File: src/source/cpuSettings.svh
`ifndef CPU_SETTINGS_SVH
`define CPU_SETTINGS_SVH

// register and alu word
`define DATA_WIDTH 32

// register index, 32 entries
`define REG_ADDR_WIDTH 5

// immediate field of the i-type format
`define IMM_WIDTH 16

// shift amount field of the r-type format
`define SHAMT_WIDTH 5

// opcode field, bits 31:26
`define OPCODE_WIDTH 6

// funct field, bits 5:0
`define FUNCT_WIDTH 6

`endif

File: src/source/cpuPkg.sv
`default_nettype none
`include "cpuSettings.svh"

package cpuPkg;

	typedef logic [`DATA_WIDTH-1:0] wordT; // datapath word
	typedef logic [`REG_ADDR_WIDTH-1:0] regAddrT; // register index

	// field order follows bit order, msb first
	typedef struct packed {
		logic [`OPCODE_WIDTH-1:0] opcode; // 31:26
		regAddrT rs; // 25:21
		regAddrT rt; // 20:16
		regAddrT rd; // 15:11, top of imm
		logic [`SHAMT_WIDTH-1:0] shamt; // 10:6
		logic [`FUNCT_WIDTH-1:0] funct; // 5:0, bottom of imm
	} instrT;

	typedef enum logic [`OPCODE_WIDTH-1:0] {
		RTYPE = 6'h00, // op in funct
		ADDI = 6'h08,
		ADDIU = 6'h09,
		SLTI = 6'h0a,
		SLTIU = 6'h0b,
		ANDI = 6'h0c,
		ORI = 6'h0d,
		XORI = 6'h0e,
		LUI = 6'h0f,
		HALT = 6'h3f // stops writeback for good
	} opcodeT;

	typedef enum logic [`FUNCT_WIDTH-1:0] {
		SLL = 6'h00,
		SRL = 6'h02,
		ADD = 6'h20,
		ADDU = 6'h21,
		SUB = 6'h22,
		SUBU = 6'h23,
		AND = 6'h24,
		OR = 6'h25,
		XOR = 6'h26,
		NOR = 6'h27,
		SLT = 6'h2a,
		SLTU = 6'h2b
	} functT;

	typedef enum logic [3:0] {
		ALU_ADD, ALU_SUB, ALU_AND, ALU_OR, ALU_XOR,
		ALU_NOR, ALU_SLT, ALU_SLTU, ALU_SLL, ALU_SRL
	} aluOpT;

	typedef enum logic [1:0] {
		SEL_REG, // rt value
		SEL_SHAMT, // zero-extended shamt
		SEL_IMM // extended immediate
	} operandSelT;

	typedef struct packed {
		aluOpT aluOp;
		operandSelT operandSel; // alu operand b source
		logic regWrite;
		logic isLui; // imm to upper half, alu bypassed
		logic isHalt;
	} ctrlT;

	typedef struct packed {
		ctrlT ctrl;
		regAddrT rs;
		regAddrT rt;
		regAddrT destReg; // rd or rt by format
		wordT immExt; // sign or zero extended per opcode
	} decodedT;

	typedef struct packed {
		logic wen; // a register was written
		regAddrT destReg;
		wordT value;
	} resultT;

	typedef enum logic [1:0] {IDLE, EXEC, DONE} coreStateT;

endpackage

`default_nettype wire

File: src/source/instrDecoder.sv
`timescale 1ns/10ps
`default_nettype none
`include "cpuSettings.svh"

module instrDecoder
	import cpuPkg::*;
(
	input instrT instr, // held stable by the core
	output decodedT decoded
);

	opcodeT opcode;
	functT funct;
	logic [`IMM_WIDTH-1:0] imm;
	logic signExt; // arithmetic and compare immediates
	wordT immExt;
	regAddrT destReg;
	ctrlT ctrl;

	// one table row in one line
	function automatic ctrlT mkCtrl(
		input aluOpT op,
		input operandSelT sel,
		input logic wr,
		input logic lui,
		input logic halt
	);
		ctrlT c;
		c.aluOp = op;
		c.operandSel = sel;
		c.regWrite = wr;
		c.isLui = lui;
		c.isHalt = halt;
		return c;
	endfunction

	assign opcode = opcodeT'(instr.opcode); // may hold an unlisted code
	assign funct = functT'(instr.funct); // same for funct

	// i-type immediate overlaps rd, shamt and funct
	assign imm = {instr.rd, instr.shamt, instr.funct};

	assign signExt = opcode inside {ADDI, ADDIU, SLTI, SLTIU};

	assign immExt = signExt ?
		{{(`DATA_WIDTH-`IMM_WIDTH){imm[`IMM_WIDTH-1]}}, imm} : // replicate sign
		{{(`DATA_WIDTH-`IMM_WIDTH){1'b0}}, imm}; // logic ops and lui

	assign destReg = (opcode == RTYPE) ? instr.rd : instr.rt; // r-type writes rd

	always_comb
	begin
		// anything not listed falls through as a no-op
		ctrl = mkCtrl(ALU_ADD, SEL_REG, 1'b0, 1'b0, 1'b0);
		casez ({opcode, funct})
			// r-type, funct picks the op
			{RTYPE, SLL}:
				ctrl = mkCtrl(ALU_SLL, SEL_SHAMT, 1'b1, 1'b0, 1'b0); // rt << shamt
			{RTYPE, SRL}:
				ctrl = mkCtrl(ALU_SRL, SEL_SHAMT, 1'b1, 1'b0, 1'b0); // logical
			{RTYPE, ADD}:
				ctrl = mkCtrl(ALU_ADD, SEL_REG, 1'b1, 1'b0, 1'b0); // no overflow trap
			{RTYPE, ADDU}:
				ctrl = mkCtrl(ALU_ADD, SEL_REG, 1'b1, 1'b0, 1'b0);
			{RTYPE, SUB}:
				ctrl = mkCtrl(ALU_SUB, SEL_REG, 1'b1, 1'b0, 1'b0); // no overflow trap
			{RTYPE, SUBU}:
				ctrl = mkCtrl(ALU_SUB, SEL_REG, 1'b1, 1'b0, 1'b0);
			{RTYPE, AND}:
				ctrl = mkCtrl(ALU_AND, SEL_REG, 1'b1, 1'b0, 1'b0);
			{RTYPE, OR}:
				ctrl = mkCtrl(ALU_OR, SEL_REG, 1'b1, 1'b0, 1'b0);
			{RTYPE, XOR}:
				ctrl = mkCtrl(ALU_XOR, SEL_REG, 1'b1, 1'b0, 1'b0);
			{RTYPE, NOR}:
				ctrl = mkCtrl(ALU_NOR, SEL_REG, 1'b1, 1'b0, 1'b0);
			{RTYPE, SLT}:
				ctrl = mkCtrl(ALU_SLT, SEL_REG, 1'b1, 1'b0, 1'b0); // signed compare
			{RTYPE, SLTU}:
				ctrl = mkCtrl(ALU_SLTU, SEL_REG, 1'b1, 1'b0, 1'b0);
			// i-type, funct bits belong to imm
			{ADDI, 6'b??????}:
				ctrl = mkCtrl(ALU_ADD, SEL_IMM, 1'b1, 1'b0, 1'b0);
			{ADDIU, 6'b??????}:
				ctrl = mkCtrl(ALU_ADD, SEL_IMM, 1'b1, 1'b0, 1'b0);
			{SLTI, 6'b??????}:
				ctrl = mkCtrl(ALU_SLT, SEL_IMM, 1'b1, 1'b0, 1'b0);
			{SLTIU, 6'b??????}:
				ctrl = mkCtrl(ALU_SLTU, SEL_IMM, 1'b1, 1'b0, 1'b0); // sign-ext then unsigned
			{ANDI, 6'b??????}:
				ctrl = mkCtrl(ALU_AND, SEL_IMM, 1'b1, 1'b0, 1'b0);
			{ORI, 6'b??????}:
				ctrl = mkCtrl(ALU_OR, SEL_IMM, 1'b1, 1'b0, 1'b0);
			{XORI, 6'b??????}:
				ctrl = mkCtrl(ALU_XOR, SEL_IMM, 1'b1, 1'b0, 1'b0);
			{LUI, 6'b??????}:
				ctrl = mkCtrl(ALU_OR, SEL_IMM, 1'b1, 1'b1, 1'b0); // alu result unused
			{HALT, 6'b??????}:
				ctrl = mkCtrl(ALU_ADD, SEL_REG, 1'b0, 1'b0, 1'b1); // no write
			default:
				ctrl = mkCtrl(ALU_ADD, SEL_REG, 1'b0, 1'b0, 1'b0);
		endcase
	end

	assign decoded = '{
		ctrl: ctrl,
		rs: instr.rs,
		rt: instr.rt,
		destReg: destReg,
		immExt: immExt
	};

endmodule

`default_nettype wire

File: src/source/aluUnit.sv
`timescale 1ns/10ps
`default_nettype none
`include "cpuSettings.svh"

module aluUnit
	import cpuPkg::*;
(
	input aluOpT aluOp,
	input wordT a, // rs, or rt for shifts
	input wordT b, // rt, shamt or immediate
	output wordT y
);

	logic [`SHAMT_WIDTH-1:0] shiftAmt;
	logic lessSigned;
	logic lessUnsigned;

	assign shiftAmt = b[`SHAMT_WIDTH-1:0]; // upper bits ignored
	assign lessSigned = $signed(a) < $signed(b);
	assign lessUnsigned = a < b;

	always_comb
	begin
		case (aluOp)
			ALU_ADD:
				y = a + b; // wraps, no trap
			ALU_SUB:
				y = a - b;
			ALU_AND:
				y = a & b;
			ALU_OR:
				y = a | b;
			ALU_XOR:
				y = a ^ b;
			ALU_NOR:
				y = ~(a | b);
			ALU_SLT:
				y = {{(`DATA_WIDTH-1){1'b0}}, lessSigned}; // 1 or 0
			ALU_SLTU:
				y = {{(`DATA_WIDTH-1){1'b0}}, lessUnsigned};
			ALU_SLL:
				y = a << shiftAmt;
			ALU_SRL:
				y = a >> shiftAmt; // zero fill
			default:
				y = '0; // unused encodings
		endcase
	end

endmodule

`default_nettype wire

File: src/source/registerFile.sv
`timescale 1ns/10ps
`default_nettype none
`include "cpuSettings.svh"

module registerFile
	import cpuPkg::*;
(
	input logic CLK,
	input logic rstN,
	input regAddrT rdAddrA,
	input regAddrT rdAddrB,
	output wordT rdDataA,
	output wordT rdDataB,
	input logic wrEn,
	input regAddrT wrAddr,
	input wordT wrData
);

	wordT regs [0:(1 << `REG_ADDR_WIDTH)-1];

	always_ff @(posedge CLK)
	begin
		if (!rstN)
		begin
			for (int i = 0; i < (1 << `REG_ADDR_WIDTH); i++)
				regs[i] <= '0; // all registers start at zero
		end
		else if (wrEn && (wrAddr != '0))
			regs[wrAddr] <= wrData; // r0 never stored
	end

	// combinational reads, r0 hardwired
	assign rdDataA = (rdAddrA == '0) ? '0 : regs[rdAddrA];
	assign rdDataB = (rdAddrB == '0) ? '0 : regs[rdAddrB];

endmodule

`default_nettype wire

File: src/source/execCore.sv
`timescale 1ns/10ps
`default_nettype none
`include "cpuSettings.svh"

module execCore
	import cpuPkg::*;
(
	input logic CLK,
	input logic rstN,
	input logic req, // four-phase request
	input instrT instr, // stable while req high
	output logic ack,
	output resultT result, // valid while ack high
	output logic halted // sticky until reset
);

	coreStateT state;
	instrT instrReg; // instruction under execution
	decodedT decoded;
	wordT rsValue;
	wordT rtValue;
	wordT aluA;
	wordT aluB;
	wordT aluY;
	wordT wbValue;
	logic wbEn;
	logic wbFire; // the edge that raises ack
	resultT resultNext;

	instrDecoder decoder0 (
		.instr(instrReg),
		.decoded(decoded)
	);

	registerFile regs0 (
		.CLK(CLK),
		.rstN(rstN),
		.rdAddrA(decoded.rs),
		.rdAddrB(decoded.rt),
		.rdDataA(rsValue),
		.rdDataB(rtValue),
		.wrEn(wbFire && wbEn),
		.wrAddr(decoded.destReg),
		.wrData(wbValue)
	);

	aluUnit alu0 (
		.aluOp(decoded.ctrl.aluOp),
		.a(aluA),
		.b(aluB),
		.y(aluY)
	);

	// shifts operate on rt
	assign aluA = (decoded.ctrl.operandSel == SEL_SHAMT) ? rtValue : rsValue;

	always_comb
	begin
		case (decoded.ctrl.operandSel)
			SEL_SHAMT:
				aluB = {{(`DATA_WIDTH-`SHAMT_WIDTH){1'b0}}, instrReg.shamt};
			SEL_IMM:
				aluB = decoded.immExt;
			default:
				aluB = rtValue; // SEL_REG
		endcase
	end

	// lui puts the raw immediate on top, lower half zero
	assign wbValue = decoded.ctrl.isLui ?
		{decoded.immExt[`IMM_WIDTH-1:0], {(`DATA_WIDTH-`IMM_WIDTH){1'b0}}} : aluY;

	// no writes to r0 and none after halt
	assign wbEn = decoded.ctrl.regWrite && (decoded.destReg != '0) && !halted;
	assign wbFire = (state == DONE) && !ack;
	assign resultNext = '{wen: wbEn, destReg: decoded.destReg, value: wbValue};

	// req seen in IDLE -> EXEC -> DONE, ack set on the DONE edge, 2 cycles total
	always_ff @(posedge CLK)
	begin
		if (!rstN)
		begin
			state <= IDLE;
			ack <= 1'b0;
			halted <= 1'b0;
			result <= '0;
		end
		else
		begin
			case (state)
				IDLE:
				begin
					if (req)
						state <= EXEC; // instruction latched below
				end
				EXEC:
					state <= DONE; // decode and alu settle here
				DONE:
				begin
					if (!ack)
					begin
						ack <= 1'b1; // same edge as the register write
						result <= resultNext;
						if (decoded.ctrl.isHalt)
							halted <= 1'b1;
					end
					else if (!req)
					begin
						ack <= 1'b0; // requester let go
						state <= IDLE;
					end
				end
				default:
					state <= IDLE;
			endcase
		end
	end

	always_ff @(posedge CLK)
	begin
		if ((state == IDLE) && req)
			instrReg <= instr; // held until the next request
	end

endmodule

`default_nettype wire

File: config.mk
export PLATFORM = sky130hd
export DESIGN_NAME = execCore
export DESIGN_NICKNAME = d
export VERILOG_FILES = /design/src/source/cpuPkg.sv /design/src/source/instrDecoder.sv /design/src/source/aluUnit.sv /design/src/source/registerFile.sv /design/src/source/execCore.sv
export VERILOG_INCLUDE_DIRS = /design/src /design/src/source
export SDC_FILE = /design/constraint.sdc
export NUM_CORES = 2
export LEC_CHECK = 0
export ABC_AREA = 1
export BUFFER_PORTS_ARGS = -buffer_cell sky130_fd_sc_hd__buf_2
export CAP_MARGIN = 20
export CELL_PAD_IN_SITES_DETAIL_PLACEMENT = 1
export CELL_PAD_IN_SITES_GLOBAL_PLACEMENT = 1
export CORE_UTILIZATION = 52
export DETAILED_ROUTE_END_ITERATION = 6
export PLACE_DENSITY_LB_ADDON = 0.1
export SETUP_SLACK_MARGIN = 0.15
export SLEW_MARGIN = 20
export SYNTH_ARGS = -nofsm -noshare
export SYNTH_HDL_FRONTEND = slang
export SYNTH_SLANG_ARGS = --single-unit
File: constraint.sdc
create_clock -name CLK -period 13.5 [get_ports CLK]
set_input_delay 2.025 -clock CLK [delete_from_list [all_inputs] [get_ports CLK]]
set_output_delay 2.025 -clock CLK [all_outputs]
set_load 0.02 [all_outputs]
After elaboration in Yosys (flattened, before gate mapping)
Memory sizes are Yosys's and may differ from the RTL's. A register that Yosys moved wholly into a read port is not among the register bits.
Index checks and enable logic that the tools add are counted.
{"block": "word_totals", "ff_bits": 74, "mem_bits_rw": 1024, "inputBits": 35, "output_inout_bits": 40, "word_cells": 107, "memories": 1}
{"block": "op_classes", "add_sub_neg": 2, "order_cmp": 2, "n_eq_ne": 36, "shift": 2, "muxes": 24, "bitwise": 5, "reduce_logical": 23}
{"name": "regs0.regs", "words": 32, "word_bits": 32, "rd": 2, "rd_ports_with_merged_regs": 2, "wr": 32, "line_no": "registerFile.sv:19", "text": "wordT regs [0:(1 << `REG_ADDR_WIDTH)-1];"}
{"operator": "one-hot mux 32 bit (10 select lines)", "count": 1}
{"operator": "two-way mux 32 bit", "count": 6}
{"operator": "one-hot mux 9 bit (18 select lines)", "count": 1}
{"operator": "equality test 12 x 6 -> 1 bit, second input constant", "count": 10}
{"operator": "< comparator 32 bit", "count": 2}
{"operator": "one-hot mux 32 bit (2 select lines)", "count": 1}
{"operator": "equality test 6 x 4 -> 1 bit, second input constant", "count": 8}
{"operator": "adder 32 bit", "count": 1}
{"operator": "AND 32 bit", "count": 1}
{"operator": "NOT 32 bit", "count": 1}
{"operator": "OR 32 bit", "count": 1}
{"operator": "OR reduction 32 bit", "count": 1}
{"operator": "left shift 32 x 5 -> 32 bit", "count": 1}
{"operator": ">> shifter 32 x 5 -> 32 bit", "count": 1}
{"operator": "subtractor 32 bit", "count": 1}
{"operator": "bitwise XOR 32 bit", "count": 1}
{"operator": "two-way mux 5 bit", "count": 4}
{"operator": "equality test 4 x 3 -> 1 bit, second input constant", "count": 4}
{"operator": "equality test 12 x 2 -> 1 bit, second input constant", "count": 1}
{"operator": "zero test 12 bit", "count": 1}
{"operator": "zero test 5 bit", "count": 2}
{"operator": "equality test 4 x 2 -> 1 bit, second input constant", "count": 2}
{"operator": "equality test 4 bit, second input constant", "count": 2}
{"operator": "two-way mux 1 bit", "count": 7}
{"operator": "other kinds (18)", "count": 33}

Depth between registers and ports, before layout
{"block": "logic_depth", "depth_word": 12, "ltp_mapped": 37, "depth_no_buf": 33}

Cells and area by module
A second synthesis with hierarchy kept.
{"block": "unflattened", "cells_unflattened": 9920, "hier_area_um2": 71148.2}
{"mod": "registerFile", "n_inst": 1, "cells_each": 7255, "area_per_inst_um2": 56653.1, "seq_area_each_um2": 30749.5}
{"mod": "aluUnit", "n_inst": 1, "cells_each": 2066, "area_per_inst_um2": 10244.8, "seq_area_each_um2": 0.0}
{"mod": "execCore", "n_inst": 1, "cells_each": 487, "area_per_inst_um2": 3608.5, "seq_area_each_um2": 1801.7}
{"mod": "instrDecoder", "n_inst": 1, "cells_each": 112, "area_per_inst_um2": 641.9, "seq_area_each_um2": 0.0}

Least setup slack after synthesis
No wires, ideal clock.
{"block": "synth_timing", "path_kind": "input to register", "from": "input port rstN", "to": "memory regs0.regs[5][0] (netlist bit) (enable)", "setup_time_ps": 389, "t_arrival_ps": 4544, "t_required_ps": 13111, "slack_ps": 8566, "path_stages": 12, "n_path_buf": 2, "cell_sequence": "clkbuf_1 -> inv_1 -> nor3_1 -> o311ai_1 -> nor2_1 -> inv_1 -> nor2_1 -> inv_2 -> nor2_1 -> inv_2 -> buf_2 -> nand2_1"}
{"item": "start: declaration", "line_no": "execCore.sv:9", "text": "input logic rstN,"}
{"item": "end: declaration", "line_no": "registerFile.sv:19"}

==> metrics.cfg <==
[clocking]
cts-buffers-inserted=119
clock_latency_ns=0.80
htreeDepth=3
path_clk_slew_ns=0.06
cts_repair_resize_count=0
clock-sinks=1108
hold_buffers=0
cts_root_buffer=clkbuf_16
cts_setup_buffers=0
cts_tree=yes
cts.path.max_buffers=3

[sta]
fin_crit_ns=8.98
final-max-slew-violation-count=0
tightest_slew_ns=1.22
max_freq_mhz=111
rsz0062_at_grt=no
tns_ns=0
skew_ns=0.100
maxSlewHeadroom_pct=18.9
setup_violations=0
hold_viol_final=0
finalCritPeriodShare_pct=66.5

[final_layout]
area_delta_synth_final_pct=5.40
final-instance-count-excl-fill=10900
drive_gt1_share_pct=6.47
final_area_mm2=0.0745
final_util_pct=55.6
fill_cells=16800
fin_nets=9117

[detailed_routing]
first_iter_violations=11400
ant_nets=0
viasPerCell=6.84
wirelength_um=338000
num_vias=74300
drc_errors=0
first_pass_iters=6
wl_per_cell_um=31.2

[critical_path]
critical_path_class=flop to flop
crit_path_start_kind=flop
critical_path.most_common_cell=nand2_1
cp-end-kind=flop
rrSetupSlack_ns=4.52
worstRegToRegCells=28
cpPeakStageDelay_ns=0.94
worst_path_max_delay_cell=buf_4
cp.required_ns=14.10
cp_max_fo=85
timing.rr.end=result[28]
cp_data_arrival_time_ns=9.58

[global_route]
track_usage_pct=48.1
grt_max_degree=237
antenna_found_initial=10
grt_pass1_vias=73600
grt_first_pass_wirelength_um=486000
overflow=0

[synthesis]
syn_inst=9404
netlist.top_cell.by_area=edfxtp_1
synth-async-reset-ratio_pct=0
synthDistinctLibCells=59
ys_warn_count=0
synth_edf_count=1056
synth_seq_area_share_pct=46.3
syn_avg_cell_area_um2=7.52
ys_top_cells_by_area=edfxtp_1 (45%), nand2_1 (17%), nand3_1 (15%)
yosysTopAreaCellShare_pct=44.8
synth-seq-cells=1108
syn_area_mm2=0.0707
synthFlopType=edfxtp_1

[hold_path]
worstHoldStart=result[37]
hold_class=flop to flop
worstHoldEndpoint=result[37]
hold_depth=2

[floorplanning]
dieArea_mm2=0.137
die_w_um=371
core_area_mm2=0.134
die_h_um=371
initial_core_util_pct=52.7
row_count=134
pin_count=75

[placed_design]
placed_area_mm2=0.0706
place_inst=10600
io_buffers=74
dp_hpwl_um=201000
gp_congestion=0.987

[pwr]
ir_worst_vdd_uv=223
power_density_mw_per_mm2=181
power_mw=13.5
p_leak_nw=30.5

[outcome]
status=finished, final reports clean

[flow_run]
maxCapViolCount=0

[layout by cell type, fill, tap and decap left out, types with 63 or more instances in the layout]
master,instances
nand3_1,2094
nand2_1,3234
inv_1,231
clkbuf_16,120
o21ai_0,110
a21oi_1,594
buf_2,73
edfxtp_1,1056
nand2_2,63
nor2_1,720
buf_4,142
ha_1,100
[through the flow]
step | setup WS (ns) | hold slack, ns
after floorplan | 8.57 | 0.445
after global placement | 5.29 | 0.460
after detailed placement | 5.18 | 0.472
after CTS | 5.14 | 0.484
after global routing | 4.42 | 0.523
final | 4.52 | 0.486
[power breakdown]
group,leakage [nW],switching (mW),internal (mW)
registers,11.3,0.142,3.90
clock network,1.92,1.49,1.87
logic,17.3,4.86,1.26
total,30.5,6.49,7.02
[state kept, by name (all words and copies together) (netlist names), named ones only]
| signal | count |
|---|---|
| ack | 1 |
| regs0.regs | 1024 |
| instrReg | 32 |
| result | 38 |
| halted | 1 |
| state | 2 |
[per-layer routing]
| metal | vias up | routed length (um) | global-route usage, % |
|---|---|---|---|
| li1 | 30800 | - | - |
| met5 | - | 195 | 0 |
| met3 | 1437 | 47400 | 14.0 |
| met2 | 5850 | 143000 | 71.0 |
| met4 | 14 | 24900 | 30.4 |
| met1 | 36200 | 123000 | 61.8 |
[cell usage after synthesis (3+ instances only)]
master	count
a211oi_1	4
a21o_1	4
a21oi_1	594
a21oi_2	31
a221oi_1	7
a31oi_1	8
and2_1	17
buf_1	47
buf_2	329
buf_4	118
buf_6	60
clkbuf_1	247
dfxtp_1	52
edfxtp_1	1056
ha_1	100
inv_1	238
inv_2	45
nand2_1	3282
nand2_2	19
nand3_1	2094
nand3_2	5
nand3b_1	8
nand4_1	43
nor2_1	722
nor2_4	3
nor3_1	19
nor4_1	4
o2111ai_1	3
o211ai_1	18
o21a_1	25
o21ai_0	110
o21ai_1	14
o21ai_4	6
o21bai_1	7
o221ai_1	5
o22ai_1	16
o31ai_1	3
or2_2	3
xor2_1	11
[worst max-delay path by stage]
stage,cells past startpoint,to,start
after floorplan,12,regs0.regs[5][0],rstN
after global placement,29,regs0.regs[21][23],flop
after detailed placement,31,regs0.regs[23][0],flop
after CTS,31,regs0.regs[8][0],flop
after global routing,28,result[28],flop
final,28,result[28],flop
[cell type report]
class / instances / area [um^2] / share of cell area, %
multi-input combinational: 7239 / 32800 / 44.1
sequential: 1108 / 32800 / 44.0
clock buffer: 142 / 3110 / 4.17
tap: 1768 / 2210 / 2.97
timing repair buffer: 225 / 1630 / 2.19
inverter: 287 / 1150 / 1.54
clock inverter: 81 / 781 / 1.05
antenna: 5 / 12.5 / 0.0168
[worst max-delay path: cells and delay by family (launching register included)]
kind,cells,cell delay (ns)
buf+inv,6,2.49
xor+xnor,1,0.17
compound gates,4,1.36
fa+ha+maj,1,0.49
flops,1,0.76
simple gates,16,3.30
[logic make-up after synthesis]
family	count (synthesis)	synth area share, %
xor gates and xnor gates	11	0.136
AOI/OAI and AO/OA	868	6.83
DFF	1108	46.3
adders and majority gates	102	1.83
buffers and inverters	1088	7.63
and+or+nand+nor	6226	37.2
other	1	0.00530
(Power assumes the default switching activity.)
